## src/hdl/axi_mem_pkg.sv

```systemverilog
// shared widths, memory depth, burst and response codes, command and memory port structs
`default_nettype none

package axi_mem_pkg;

  ////////////////////////////////////////
  // bus and field widths
  ////////////////////////////////////////

  localparam int addr_w = 32;  // byte address
  localparam int data_w = 32;  // one beat
  localparam int id_w   = 4;   // transaction tag
  localparam int len_w  = 4;   // beats minus one
  localparam int size_w = 3;   // log2 of bytes per beat
  localparam int burst_w = 2;
  localparam int resp_w  = 2;
  localparam int byte_w  = 8;
  localparam int lanes   = data_w / byte_w;  // byte lanes per word

  ////////////////////////////////////////
  // memory geometry
  ////////////////////////////////////////

  localparam int mem_bytes  = 128;
  localparam int mem_addr_w = $clog2(mem_bytes);  // 7 bits

  ////////////////////////////////////////
  // burst and response encodings
  ////////////////////////////////////////

  localparam logic [burst_w-1:0] burst_fixed = 2'b00;  // same address every beat
  localparam logic [burst_w-1:0] burst_incr  = 2'b01;  // step by beat size
  localparam logic [burst_w-1:0] burst_wrap  = 2'b10;  // step, wrap at block edge

  localparam logic [resp_w-1:0] resp_okay   = 2'b00;
  localparam logic [resp_w-1:0] resp_slverr = 2'b10;  // bad size or wrap length
  localparam logic [resp_w-1:0] resp_decerr = 2'b11;  // start address off the map

  localparam logic [size_w-1:0] max_size = 3'd2;  // 4 bytes per beat at most

  ////////////////////////////////////////
  // structs
  ////////////////////////////////////////

  // address channel payload, same for AW and AR
  typedef struct packed {
    logic [id_w-1:0]    id;
    logic [addr_w-1:0]  addr;   // start byte address
    logic [len_w-1:0]   len;    // beats minus one
    logic [size_w-1:0]  size;
    logic [burst_w-1:0] burst;
  } burst_cmd_t;

  // strobed write into the byte RAM
  typedef struct packed {
    logic                  en;
    logic [mem_addr_w-1:0] addr;  // lane 0 byte address
    logic [data_w-1:0]     data;
    logic [lanes-1:0]      strb;
  } mem_wr_t;

  // combinational read port of the byte RAM
  typedef struct packed {
    logic [mem_addr_w-1:0] addr;  // lane 0 byte address
    logic [data_w-1:0]     data;  // byte addr+k in lane k
  } mem_rd_t;

endpackage

`default_nettype wire

```

## src/hdl/axi_burst_step.sv

```systemverilog
// axi_burst_step: next beat address for FIXED, INCR and WRAP bursts and the burst legality check
`default_nettype none

module axi_burst_step (
  input  wire [axi_mem_pkg::addr_w-1:0] addr,
  input  wire axi_mem_pkg::burst_cmd_t  cmd,
  output logic [axi_mem_pkg::addr_w-1:0] next_addr,
  output logic                           legal
);
  import axi_mem_pkg::*;

  logic [addr_w-1:0] step;       // bytes per beat
  logic [addr_w-1:0] blk_bytes;  // wrap block size
  logic [addr_w-1:0] wrap_mask;
  logic [addr_w-1:0] incr_addr;
  logic [addr_w-1:0] wrap_addr;
  logic              size_ok;
  logic              wrap_len_ok;

  assign step      = addr_w'(1) << cmd.size;
  assign blk_bytes = (addr_w'(cmd.len) + addr_w'(1)) << cmd.size;
  assign wrap_mask = blk_bytes - addr_w'(1);
  assign incr_addr = addr + step;

  // block base stays, offset rolls over inside the block
  assign wrap_addr = (addr & ~wrap_mask) | (incr_addr & wrap_mask);

  always_comb begin
    unique case (cmd.burst)
      burst_fixed: next_addr = addr;
      burst_incr:  next_addr = incr_addr;
      burst_wrap:  next_addr = wrap_addr;
      default:     next_addr = addr;  // reserved code, held
    endcase
  end

  assign size_ok     = (cmd.size <= max_size);
  assign wrap_len_ok = (cmd.len == 4'd1) || (cmd.len == 4'd3) ||
                       (cmd.len == 4'd7) || (cmd.len == 4'd15);  // 2, 4, 8, 16 beats

  always_comb begin
    legal = size_ok;
    if (cmd.burst == burst_wrap && !wrap_len_ok) begin
      legal = 1'b0;
    end
    if (cmd.burst != burst_fixed && cmd.burst != burst_incr && cmd.burst != burst_wrap) begin
      legal = 1'b0;  // reserved burst type
    end
  end

endmodule

`default_nettype wire

```

## src/hdl/axi_write_engine.sv

```systemverilog
// axi_write_engine: AW/W/B channel FSM that produces strobed writes into the byte RAM
`default_nettype none

module axi_write_engine (
  input  wire                             clk,
  input  wire                             resetn,
  input  wire axi_mem_pkg::burst_cmd_t    aw_cmd,
  input  wire                             awvalid,
  output logic                            awready,
  input  wire                             wvalid,
  output logic                            wready,
  input  wire [axi_mem_pkg::data_w-1:0]   wdata,
  input  wire [axi_mem_pkg::lanes-1:0]    wstrb,
  input  wire                             wlast,   // framing only, beat count ends the burst
  output logic                            bvalid,
  input  wire                             bready,
  output logic [axi_mem_pkg::id_w-1:0]    bid,
  output logic [axi_mem_pkg::resp_w-1:0]  bresp,
  output axi_mem_pkg::mem_wr_t            mem_wr
);
  import axi_mem_pkg::*;

  typedef enum logic [1:0] {
    st_addr,  // waiting for AW
    st_data,  // taking W beats
    st_resp   // holding B until bready
  } wr_state_t;

  wr_state_t         state;
  burst_cmd_t        cmd_q;
  logic [addr_w-1:0] cur_addr;   // address of the beat being taken
  logic [addr_w-1:0] next_addr;
  logic [len_w-1:0]  beat_cnt;
  logic              legal;
  logic [resp_w-1:0] resp_calc;
  logic [resp_w-1:0] resp_q;
  logic              aw_fire;
  logic              w_fire;
  logic              b_fire;
  logic              last_beat;

  ////////////////////////////////////////
  // handshakes
  ////////////////////////////////////////

  assign awready   = (state == st_addr);
  assign wready    = (state == st_data);
  assign bvalid    = (state == st_resp);
  assign aw_fire   = awvalid && awready;
  assign w_fire    = wvalid && wready;
  assign b_fire    = bvalid && bready;
  assign last_beat = (beat_cnt == cmd_q.len);
  assign bid       = cmd_q.id;
  assign bresp     = resp_q;

  axi_burst_step u_burst_step (
    .addr      (cur_addr),
    .cmd       (cmd_q),
    .next_addr (next_addr),
    .legal     (legal)
  );

  // slverr wins over decerr, both depend only on the latched command
  always_comb begin
    if (!legal) begin
      resp_calc = resp_slverr;
    end else if (cmd_q.addr >= addr_w'(mem_bytes)) begin
      resp_calc = resp_decerr;
    end else begin
      resp_calc = resp_okay;
    end
  end

  ////////////////////////////////////////
  // FSM and beat counter
  ////////////////////////////////////////

  always_ff @(posedge clk or negedge resetn) begin
    if (!resetn) begin
      state    <= st_addr;
      beat_cnt <= '0;
    end else begin
      unique case (state)
        st_addr: begin
          if (aw_fire) begin
            state    <= st_data;
            beat_cnt <= '0;
          end
        end
        st_data: begin
          if (w_fire) begin
            beat_cnt <= beat_cnt + len_w'(1);
            if (last_beat) begin
              state <= st_resp;  // B goes out next cycle
            end
          end
        end
        st_resp: begin
          if (b_fire) begin
            state <= st_addr;
          end
        end
        default: state <= st_addr;
      endcase
    end
  end

  // command, beat address and response
  always_ff @(posedge clk) begin
    if (aw_fire) begin
      cmd_q    <= aw_cmd;
      cur_addr <= aw_cmd.addr;
    end
    if (w_fire) begin
      cur_addr <= next_addr;
      if (last_beat) begin
        resp_q <= resp_calc;
      end
    end
  end

  // RAM write on the W handshake edge, only for clean bursts
  always_comb begin
    mem_wr.en   = w_fire && (resp_calc == resp_okay);
    mem_wr.addr = cur_addr[mem_addr_w-1:0];  // modulo memory size
    mem_wr.data = wdata;
    mem_wr.strb = wstrb;
  end

endmodule

`default_nettype wire

```

## config.mk

```make
export PLATFORM = sky130hd
export DESIGN_NAME = axi_write_engine
export DESIGN_NICKNAME = d
export VERILOG_FILES = /design/src/hdl/axi_mem_pkg.sv /design/src/hdl/axi_burst_step.sv /design/src/hdl/axi_write_engine.sv
export SDC_FILE = /design/constraint.sdc
export NUM_CORES = 1
export LEC_CHECK = 0
export BUFFER_PORTS_ARGS = -buffer_cell sky130_fd_sc_hd__buf_2
export CAP_MARGIN = 20
export CORE_MARGIN = 2
export CORE_UTILIZATION = 35
export DETAILED_ROUTE_END_ITERATION = 16
export HOLD_SLACK_MARGIN = 0.1
export PLACE_DENSITY = 0.65
export SLEW_MARGIN = 5
export SYNTH_ARGS = -nofsm -noshare
export SYNTH_HDL_FRONTEND = slang
export SYNTH_SLANG_ARGS = --single-unit
```

## constraint.sdc

```tcl
create_clock -name clk -period 2.34 [get_ports clk]
set_clock_uncertainty 0.15 [all_clocks]
set_input_delay 0.234 -clock clk [delete_from_list [all_inputs] [get_ports clk]]
set_output_delay 0.234 -clock clk [all_outputs]
set_load 0.05 [all_outputs]
```

==> flow_summary.json <==
{
  "avgSynthCellArea_um2": 11.3,
  "cts_tree": "built",
  "htreeDepth": 2,
  "yosysSeqAreaShare": 0.516,
  "drc": 0,
  "drt_iter0_markers": 65,
  "synth_seq_cells": 53,
  "grt_start_max_net_pins": 27,
  "finalSetupViolCount": 7,
  "period_share": 1.04,
  "finalNetCount": 474,
  "max_freq_ghz": 0.412,
  "wl_um": 7320,
  "drv_slew": 0,
  "startpoint_type": "register",
  "clkSinkCount": 53,
  "hold_path_class": "in2reg",
  "fin_crit_ns": 2.42,
  "synth.largest_area_cell": "edfxtp_1",
  "power.density_nw_per_um2": 820,
  "netlist.area_leader.share": 0.467,
  "slowest_delay_ns": 0.48,
  "syn_to_final_growth_pct": 38.3,
  "dpl_worst_slack_ns": -0.174,
  "portBuffers": 66,
  "grt.total_usage": 0.153,
  "clk_pin_slew_ns": 0.10,
  "ys_async_sr_fraction": 0.113,
  "worstSkewPairLatency_ns": 0.30,
  "start_util": 0.364,
  "path_common_cell": "buf_4",
  "diodes": 0,
  "synth_flop_cell": "edfxtp_1",
  "synth.distinct_cells": 48,
  "path_cells": "buf_6 -> buf_4 -> and4b_1 -> o21ai_2 -> a31oi_2 -> buf_4 -> nor4_2 -> xnor2_1 -> a21oi_1",
  "grt_pass1_vias": 2441,
  "wire_per_inst_um": 15.2,
  "die_y_um": 97.0,
  "die_x_um": 97.0,
  "rsz0062_at_grt": "true",
  "viasPerCell": 4.75,
  "total_power_mw": 3.43,
  "synth_area_leaders": "edfxtp_1 47%, buf_4 10%, dfrtp_1 5.0%",
  "rows": 33,
  "synth-edff-count": 47,
  "critPathSlowestCell": "edfxtp_1",
  "critPathKind": "reg2reg",
  "num_vias": 2290,
  "synthesis.nets": 366,
  "core_um2": 8300,
  "syn_area_um2": 3020,
  "grt_overflow_total": 0,
  "die-area_um2": 9400,
  "relSlewSlack": 0.747,
  "ios": 140,
  "setup_slack_ns": -0.0850,
  "hold_viol": 0,
  "path_max_fanout": 3,
  "drv_cap": 0,
  "status": "finished, violations left",
  "cts_root_buf": "clkbuf_8",
  "dr.pass1.iters": 4,
  "path_buf_inv": 3,
  "worstPathArrival_ns": 2.30,
  "required_ns": 2.21,
  "crit_family": "flip-flops",
  "yosysWarningCount": 0,
  "grt_pass1_wl_um": 11700,
  "cts_buffers": 5,
  "placed_area_um2": 3470,
  "drive_above_1_share": 0.401,
  "vdd_drop_max_v": 0.000438,
  "antenna_found_initial": 0,
  "end_kind": "register",
  "worst_pin_slew_ns": 0.379,
  "violations": "negative setup slack",
  "place_congestion": 0.855,
  "p_leak_nw": 1.71,
  "ant_nets": 0,
  "final_cell_area_um2": 4180,
  "cts_buffer_depth": 2,
  "hpwl_um": 5090,
  "syn_inst": 268,
  "nFillCells": 758
}
[power breakdown]
part | internal (mW) | switching [mW] | total, mW
combinational | 0.618 | 0.862 | 1.48
sequential | 1.26 | 0.117 | 1.38
clock | 0.247 | 0.325 | 0.571
[worst register-to-register path, stage by stage (launching register included)]
cell and delay (ns):
edfxtp_1 0.48, buf_6 0.16, buf_4 0.14, and4b_1 0.19, o21ai_2 0.17, a31oi_2 0.13, buf_4 0.15, nor4_2 0.28
xnor2_1 0.14, a21oi_1 0.16
[layer usage]
layer / vias to the layer above / global-route usage / wire length, um
met3: 18 / 0.0426 / 500
met2: 78 / 0.285 / 3780
met5: - / 0 / 0
met1: 1056 / 0.169 / 2960
li1: 1138 / - / -
met4: 0 / 0.0444 / 85
[worst paths after layout]
kind | startpoint | cells after the start | to | slack (ns)
max in group asynchronous | resetn | 2 | beat_cnt[3]$_DFFE_PN0P_ | 1.77
min in group asynchronous | resetn | 2 | beat_cnt[1]$_DFFE_PN0P_ | 0.13
hold reg to reg | state[0]$_DFFE_PN0P_ | 2 | beat_cnt[1]$_DFFE_PN0P_ | 0.42
setup reg to reg | cmd_q[5]$_DFFE_PP_ | 9 | register | -0.08
setup / recovery | cmd_q[5]$_DFFE_PP_ | 9 | register | -0.08
hold / removal | awvalid | 4 | beat_cnt[1]$_DFFE_PN0P_ | 0.12
[cells in the final DEF, fill, tap and decap left out, types with 7 or more instances in the layout]
cell / n
buf_4: 37
nor2_1: 15
buf_2: 65
nand2_1: 17
a21oi_1: 13
xnor2_1: 7
dlygate4sd3_1: 43
inv_1: 7
edfxtp_1: 47
xor2_1: 8
o21ai_0: 8
[synth_stat cells (4+ instances only)]
library cell / n
a21oi_1: 16
inv_1: 9
nand2_1: 17
o21ai_0: 11
ha_1: 10
xnor2_1: 8
dfrtp_1: 6
and2_1: 4
nor2_1: 18
nor3b_1: 4
edfxtp_1: 47
mux2i_1: 4
nor2b_1: 7
nor4_1: 6
a21o_1: 6
xor2_1: 9
buf_4: 42
nand3_1: 6
[through the flow]
stage / hold slack (ns) / instances / TNS (ns) / util
after floorplan: -0.212 / 268 / -0.00741 / -
after global routing: 0.145 / 482 / -1.48 / 0.504
after CTS: 0.106 / 480 / -0.456 / 0.490
after global placement: -0.0865 / 425 / -0.777 / 0.418
final: 0.118 / 482 / -0.410 / 0.504
after detailed placement: -0.0855 / 425 / -0.932 / 0.418
[what timing repair did]
item	CTS	global route
buffers inserted	4	2
setup endpoints to repair	10	8
hold buffers	43	0
pin swaps	1	4
gates resized for setup	10	16
hold endpoints to repair	48	0
[kinds of logic (layout without fill, tap and decap cells)]
| family | Yosys count | count (layout) | synth area share |
|---|---|---|---|
| AO/OA/AOI/OAI | 48 | 48 | 0.106 |
| AND/OR/NAND/NOR | 78 | 78 | 0.137 |
| buffers and inverters | 56 | 165 | 0.125 |
| multiplexers | 5 | 5 | 0.0178 |
| flip-flops | 53 | 53 | 0.516 |
| adder cells (fa/ha/maj) | 11 | 11 | 0.0480 |
| XOR/XNOR | 17 | 17 | 0.0492 |
[area by class of cell]
| class | count | area (um^2) | share of cell area |
|---|---|---|---|
| clock buffer | 6 | 82.6 | 0.0197 |
| tap | 105 | 131 | 0.0314 |
| clock inverter | 2 | 17.5 | 0.00419 |
| timing repair buffer | 148 | 1080 | 0.257 |
| sequential | 53 | 1560 | 0.373 |
| multi-input combinational | 159 | 1270 | 0.305 |
| inverter | 9 | 37.5 | 0.00898 |
Power figures use the tool's default switching activity.
