<file path="src/hdl/axi_mem_pkg.sv">
// shared widths, memory depth, burst and response codes, command and memory port structs
`default_nettype none

package axi_mem_pkg;

  ////////////////////////////////////////
  // bus and field widths
  ////////////////////////////////////////

  localparam int addr_w = 32;  // byte address
  localparam int data_w = 32;  // one beat
  localparam int id_w   = 4;   // transaction tag
  localparam int len_w  = 4;   // beats minus one
  localparam int size_w = 3;   // log2 of bytes per beat
  localparam int burst_w = 2;
  localparam int resp_w  = 2;
  localparam int byte_w  = 8;
  localparam int lanes   = data_w / byte_w;  // byte lanes per word

  ////////////////////////////////////////
  // memory geometry
  ////////////////////////////////////////

  localparam int mem_bytes  = 128;
  localparam int mem_addr_w = $clog2(mem_bytes);  // 7 bits

  ////////////////////////////////////////
  // burst and response encodings
  ////////////////////////////////////////

  localparam logic [burst_w-1:0] burst_fixed = 2'b00;  // same address every beat
  localparam logic [burst_w-1:0] burst_incr  = 2'b01;  // step by beat size
  localparam logic [burst_w-1:0] burst_wrap  = 2'b10;  // step, wrap at block edge

  localparam logic [resp_w-1:0] resp_okay   = 2'b00;
  localparam logic [resp_w-1:0] resp_slverr = 2'b10;  // bad size or wrap length
  localparam logic [resp_w-1:0] resp_decerr = 2'b11;  // start address off the map

  localparam logic [size_w-1:0] max_size = 3'd2;  // 4 bytes per beat at most

  ////////////////////////////////////////
  // structs
  ////////////////////////////////////////

  // address channel payload, same for AW and AR
  typedef struct packed {
    logic [id_w-1:0]    id;
    logic [addr_w-1:0]  addr;   // start byte address
    logic [len_w-1:0]   len;    // beats minus one
    logic [size_w-1:0]  size;
    logic [burst_w-1:0] burst;
  } burst_cmd_t;

  // strobed write into the byte RAM
  typedef struct packed {
    logic                  en;
    logic [mem_addr_w-1:0] addr;  // lane 0 byte address
    logic [data_w-1:0]     data;
    logic [lanes-1:0]      strb;
  } mem_wr_t;

  // combinational read port of the byte RAM
  typedef struct packed {
    logic [mem_addr_w-1:0] addr;  // lane 0 byte address
    logic [data_w-1:0]     data;  // byte addr+k in lane k
  } mem_rd_t;

endpackage

`default_nettype wire

</file>
<file path="src/hdl/axi_burst_step.sv">
// axi_burst_step: next beat address for FIXED, INCR and WRAP bursts and the burst legality check
`default_nettype none

module axi_burst_step (
  input  wire [axi_mem_pkg::addr_w-1:0] addr,
  input  wire axi_mem_pkg::burst_cmd_t  cmd,
  output logic [axi_mem_pkg::addr_w-1:0] next_addr,
  output logic                           legal
);
  import axi_mem_pkg::*;

  logic [addr_w-1:0] step;       // bytes per beat
  logic [addr_w-1:0] blk_bytes;  // wrap block size
  logic [addr_w-1:0] wrap_mask;
  logic [addr_w-1:0] incr_addr;
  logic [addr_w-1:0] wrap_addr;
  logic              size_ok;
  logic              wrap_len_ok;

  assign step      = addr_w'(1) << cmd.size;
  assign blk_bytes = (addr_w'(cmd.len) + addr_w'(1)) << cmd.size;
  assign wrap_mask = blk_bytes - addr_w'(1);
  assign incr_addr = addr + step;

  // block base stays, offset rolls over inside the block
  assign wrap_addr = (addr & ~wrap_mask) | (incr_addr & wrap_mask);

  always_comb begin
    unique case (cmd.burst)
      burst_fixed: next_addr = addr;
      burst_incr:  next_addr = incr_addr;
      burst_wrap:  next_addr = wrap_addr;
      default:     next_addr = addr;  // reserved code, held
    endcase
  end

  assign size_ok     = (cmd.size <= max_size);
  assign wrap_len_ok = (cmd.len == 4'd1) || (cmd.len == 4'd3) ||
                       (cmd.len == 4'd7) || (cmd.len == 4'd15);  // 2, 4, 8, 16 beats

  always_comb begin
    legal = size_ok;
    if (cmd.burst == burst_wrap && !wrap_len_ok) begin
      legal = 1'b0;
    end
    if (cmd.burst != burst_fixed && cmd.burst != burst_incr && cmd.burst != burst_wrap) begin
      legal = 1'b0;  // reserved burst type
    end
  end

endmodule

`default_nettype wire

</file>
<file path="src/hdl/axi_read_engine.sv">
// axi_read_engine: AR/R channel FSM that walks burst addresses and returns registered beats
`default_nettype none

module axi_read_engine (
  input  wire                               clk,
  input  wire                               resetn,
  input  wire axi_mem_pkg::burst_cmd_t      ar_cmd,
  input  wire                               arvalid,
  output logic                              arready,
  output logic                              rvalid,
  input  wire                               rready,
  output logic [axi_mem_pkg::id_w-1:0]      rid,
  output logic [axi_mem_pkg::data_w-1:0]    rdata,
  output logic [axi_mem_pkg::resp_w-1:0]    rresp,
  output logic                              rlast,
  output logic [axi_mem_pkg::mem_addr_w-1:0] mem_rd_addr,
  input  wire [axi_mem_pkg::data_w-1:0]     mem_rd_data
);
  import axi_mem_pkg::*;

  typedef enum logic {
    st_idle,  // waiting for AR
    st_beat   // a beat is on R
  } rd_state_t;

  rd_state_t         state;
  burst_cmd_t        cmd_q;
  burst_cmd_t        step_cmd;   // incoming command in idle, latched one after
  logic [addr_w-1:0] cur_addr;   // address of the beat on R
  logic [addr_w-1:0] next_addr;
  logic [addr_w-1:0] beat_addr;  // address of the beat to load
  logic [len_w-1:0]  beat_cnt;
  logic              legal;
  logic [resp_w-1:0] resp_calc;
  logic [data_w-1:0] lane_mask;
  logic [data_w-1:0] beat_data;
  logic              ar_fire;
  logic              r_fire;

  assign arready  = (state == st_idle);
  assign rvalid   = (state == st_beat);
  assign ar_fire  = arvalid && arready;
  assign r_fire   = rvalid && rready;
  assign rid      = cmd_q.id;
  assign step_cmd = (state == st_idle) ? ar_cmd : cmd_q;
  assign beat_addr   = (state == st_idle) ? ar_cmd.addr : next_addr;
  assign mem_rd_addr = beat_addr[mem_addr_w-1:0];

  axi_burst_step u_burst_step (
    .addr      (cur_addr),
    .cmd       (step_cmd),
    .next_addr (next_addr),
    .legal     (legal)
  );

  always_comb begin
    if (!legal) begin
      resp_calc = resp_slverr;
    end else if (step_cmd.addr >= addr_w'(mem_bytes)) begin
      resp_calc = resp_decerr;
    end else begin
      resp_calc = resp_okay;
    end
  end

  // keep the low 2^size lanes, error beats read as zero
  always_comb begin
    for (int k = 0; k < lanes; k++) begin
      lane_mask[k*byte_w +: byte_w] = (k < (1 << step_cmd.size)) ? {byte_w{1'b1}} : '0;
    end
    beat_data = (resp_calc == resp_okay) ? (mem_rd_data & lane_mask) : '0;
  end

  ////////////////////////////////////////
  // FSM, beat counter and last flag
  ////////////////////////////////////////

  always_ff @(posedge clk or negedge resetn) begin
    if (!resetn) begin
      state    <= st_idle;
      beat_cnt <= '0;
      rlast    <= 1'b0;
    end else begin
      unique case (state)
        st_idle: begin
          if (ar_fire) begin
            state    <= st_beat;
            beat_cnt <= '0;
            rlast    <= (ar_cmd.len == '0);  // single-beat burst
          end
        end
        st_beat: begin
          if (r_fire) begin
            if (rlast) begin
              state <= st_idle;
              rlast <= 1'b0;
            end else begin
              beat_cnt <= beat_cnt + len_w'(1);
              rlast    <= (beat_cnt + len_w'(1) == cmd_q.len);
            end
          end
        end
        default: state <= st_idle;
      endcase
    end
  end

  // beat payload only moves on a handshake, so it holds under back-pressure
  always_ff @(posedge clk) begin
    if (ar_fire) begin
      cmd_q <= ar_cmd;
      rresp <= resp_calc;
    end
    if (ar_fire || (r_fire && !rlast)) begin
      cur_addr <= beat_addr;
      rdata    <= beat_data;
    end
  end

endmodule

`default_nettype wire

</file>
<file path="config.mk">
export PLATFORM = sky130hd
export DESIGN_NAME = axi_read_engine
export DESIGN_NICKNAME = d
export VERILOG_FILES = /design/src/hdl/axi_mem_pkg.sv /design/src/hdl/axi_burst_step.sv /design/src/hdl/axi_read_engine.sv
export SDC_FILE = /design/constraint.sdc
export NUM_CORES = 1
export LEC_CHECK = 0
export BUFFER_PORTS_ARGS = -buffer_cell sky130_fd_sc_hd__buf_4
export CORE_UTILIZATION = 31
export CTS_CLUSTER_DIAMETER = 100
export DETAILED_ROUTE_END_ITERATION = 8
export HOLD_SLACK_MARGIN = 0.15
export PLACE_DENSITY_LB_ADDON = 0.1
export RECOVER_POWER = 100
export SLEW_MARGIN = 5
export SYNTH_ARGS = -nofsm -noshare
export SYNTH_HDL_FRONTEND = slang
export SYNTH_SLANG_ARGS = --single-unit
</file>
<file path="constraint.sdc">
create_clock -name clk -period 5.4 [get_ports clk]
set_clock_uncertainty 0.15 [all_clocks]
set_input_delay 0.54 -clock clk [delete_from_list [all_inputs] [get_ports clk]]
set_output_delay 0.54 -clock clk [all_outputs]
set_load 0.01 [all_outputs]
</file>
==> flow_summary.json <==
{
  "holdWs_ns": 0.248,
  "dieWidth_um": 121,
  "nNetsFinal": 595,
  "nFillCells": 1403,
  "worstSetupEndpointType": "output pin",
  "grt_util_all_layers": 0.153,
  "core_area_um2": 13800,
  "synthSimpleGateAreaFrac": 0.153,
  "hold_path.class": "in -> reg",
  "most-common-layout-cells": "edfxtp_1 (79), clkbuf_1 (69), buf_4 (42)",
  "syn_nets": 468,
  "crit_chain": "buf_4 -> mux2i_1 -> inv_1 -> ha_1 -> xor2_1 -> a222oi_1 -> a2bb2oi_1 -> o21ai_0 -> nor4_1 -> xnor2_1 -> mux2_1 -> a21oi_1 -> clkbuf_1",
  "rsz0062_at_grt": "no",
  "synth_area_um2": 4370,
  "drt_iter0_drc": 142,
  "ys.flop_type": "edfxtp_1",
  "synth-seq-cells": 85,
  "cts_tree": "built",
  "pin_count": 129,
  "first_pass_iters": 4,
  "critical_path.max_fanout": 33,
  "crit_path_max_incr_delay_ns": 0.43,
  "wl_per_cell_um": 15.2,
  "layout-drive-gt1-share": 0.176,
  "routed_wl_mm": 10.4,
  "r2r_start": "rvalid",
  "synth_area_leader_cell": "edfxtp_1",
  "yosysTopAreaCellShare": 0.543,
  "synth_edf_count": 79,
  "htreeDepth": 3,
  "syn2layout_area_growth_pct": 27.2,
  "vias_per_cell": 4.84,
  "routed-via-count": 3313,
  "hold_path_depth": 1,
  "clockBufferDepth": 2,
  "final_cells": 685,
  "ys_types": 56,
  "grt_pass1_wl_mm": 16.8,
  "cts_buffers": 9,
  "place.gp.congestion": 0.861,
  "synth_compound_area_frac": 0.0967,
  "ir_drop_mv": 0.222,
  "outcome": "complete, but fails checks",
  "utilization": 0.402,
  "min_period_over_period": 0.879,
  "slowest_stage": "a222oi_1",
  "place_hpwl_mm": 7.69,
  "setup-tns-final_ns": 0,
  "antenna_left": 0,
  "powerDensity_nw_per_um2": 481,
  "clk_pin_slew_ns": 0.07,
  "synth_xor_area_frac": 0.0401,
  "grt_max_degree": 42,
  "slew_viol_final": 82,
  "required_ns": 4.71,
  "die_h_um": 121,
  "placement_rows": 43,
  "ff2ff_setup_slack_ns": 1.52,
  "drc": 0,
  "layout_commonest_cell": "edfxtp_1",
  "yosysWarnings": 0,
  "root_buffer": "clkbuf_16",
  "worst_pin_slew_ns": 2.29,
  "max_freq_mhz": 211,
  "insertedDiodeCount": 0,
  "ctsResizeCount": 0,
  "synth_fa_ha_area_frac": 0.0418,
  "violations": "capacitance limit, slew limit",
  "synth.avg_cell_area_um2": 11.7,
  "die_area_um2": 14600,
  "start_util": 0.316,
  "p_leak_nw": 2.13,
  "antenna_found_initial": 0,
  "crit_path_start_kind": "flop",
  "synth_top_family_by_area": "simple AND/OR/NAND/NOR gates",
  "finalCriticalPeriod_ns": 4.75,
  "synth_seq_area_share": 0.577,
  "reg2reg_to": "cur_addr[6]",
  "grt_remaining_overflow": 0,
  "synthMuxAreaShare": 0.0507,
  "yosys-top-cells-area": "edfxtp_1 (54%), and2_1 (3.9%), ha_1 (3.7%), dfrtp_1 (3.4%), xnor2_1 (2.6%)",
  "first_global_vias": 3299,
  "max_cap_viol_count": 2,
  "rr_worst_depth": 11,
  "setup_violations": 0,
  "synthCells": 373,
  "clock-sinks": 85,
  "hold_violations": 0,
  "clkLatencyLatePin_ns": 0.34,
  "cp.arrival_ns": 4.06,
  "slew_headroom": -0.526,
  "synthArstFlopShare": 0.0706,
  "portBuffers": 128,
  "crit_type": "reg -> out",
  "dp.cells": 668,
  "hp-start": "ar_cmd[44]",
  "min_to": "rid[3]"
}
## cell families (layout without fill, tap and decap cells)
logic type | count (synthesis) | in the layout
AND/OR/NAND/NOR | 128 | 128
flip-flops | 85 | 85
AO/OA/AOI/OAI | 66 | 66
buffers and inverters | 41 | 173
XOR/XNOR | 20 | 20
multiplexers | 19 | 19
adder cells (fa/ha/maj) | 14 | 14
## worst max path at each step
| stage | start | end | depth (start not counted) |
|---|---|---|---|
| 6_report | rvalid | mem_rd_addr[5] | 13 |
| 5_1_grt | rvalid | mem_rd_addr[6] | 16 |
| 3_3_place_gp | ar_cmd[5] | mem_rd_addr[6] | 12 |
| 2_1_floorplan | rvalid | mem_rd_addr[6] | 14 |
| 4_1_cts | rvalid | mem_rd_addr[6] | 16 |
| 3_5_place_dp | ar_cmd[5] | mem_rd_addr[5] | 13 |
## power by group
part,switching [mW],internal [mW],leakage (nW),total (mW)
Clock,0.262,0.361,0.140,0.623
Sequential,0.0787,0.943,0.826,1.02
Combinational,0.624,0.407,1.17,1.03
## layer usage
layer	up-vias	wire, um	track usage
met3	10	824	0.0604
met1	1568	4610	0.187
met5	-	0	0
met4	0	159	0.0594
met2	111	4810	0.241
li1	1624	-	-
## through the flow
stage	area, um2	setup slack (ns)	total power, mW
after floorplan	4370	0.813	1.75
after global placement	5510	1.07	2.19
after detailed placement	5510	0.998	2.19
after CTS	5810	0.679	2.84
after global routing	5560	0.271	2.86
final	5560	0.653	2.68
## what timing repair did
action / 4_1_cts / 5_1_grt
hold endpoints to repair: 6 / 0
setup buffers: 0 / 0
hold buffers: 1 / 0
## sequential cells by signal, summed over array words and instances (netlist names)
signal,flops
beat_cnt,4
rid,4
rdata,32
rvalid,1
rlast,1
rresp,2
cur_addr,7
cmd_q,34
## synth_stat cells, types with 6 or more instances
library cell	n
nand3_1	11
and2_1	27
nor3_1	6
nor2b_1	6
ha_1	13
nand2_1	21
xnor2_1	13
xor2_1	7
clkbuf_1	9
a21oi_1	20
inv_1	23
o21ai_0	11
nand4_1	6
nor2_1	29
edfxtp_1	79
nor4_1	15
dfrtp_1	6
mux2i_1	8
## critical path: cells and delay by family (launching register included)
kind	cells	cell delay (ns)
AOI/OAI and AO/OA	4	1.15
muxes	2	0.65
buffers and inverters	3	0.62
DFF	1	0.38
xor gates and xnor gates	2	0.37
and+or+nand+nor	1	0.28
adders and majority gates	1	0.27
## layout make-up
class	instances	area, um2	area share
Clock buffer	11	233	0.0419
Clock inverter	5	60.1	0.0108
Inverter	24	90.1	0.0162
Multi-Input combinational cell	247	1680	0.302
Sequential cell	85	2520	0.454
Tap cell	180	225	0.0405
Timing Repair Buffer	133	749	0.135
No activity file was read; power rests on OpenSTA's default activity.
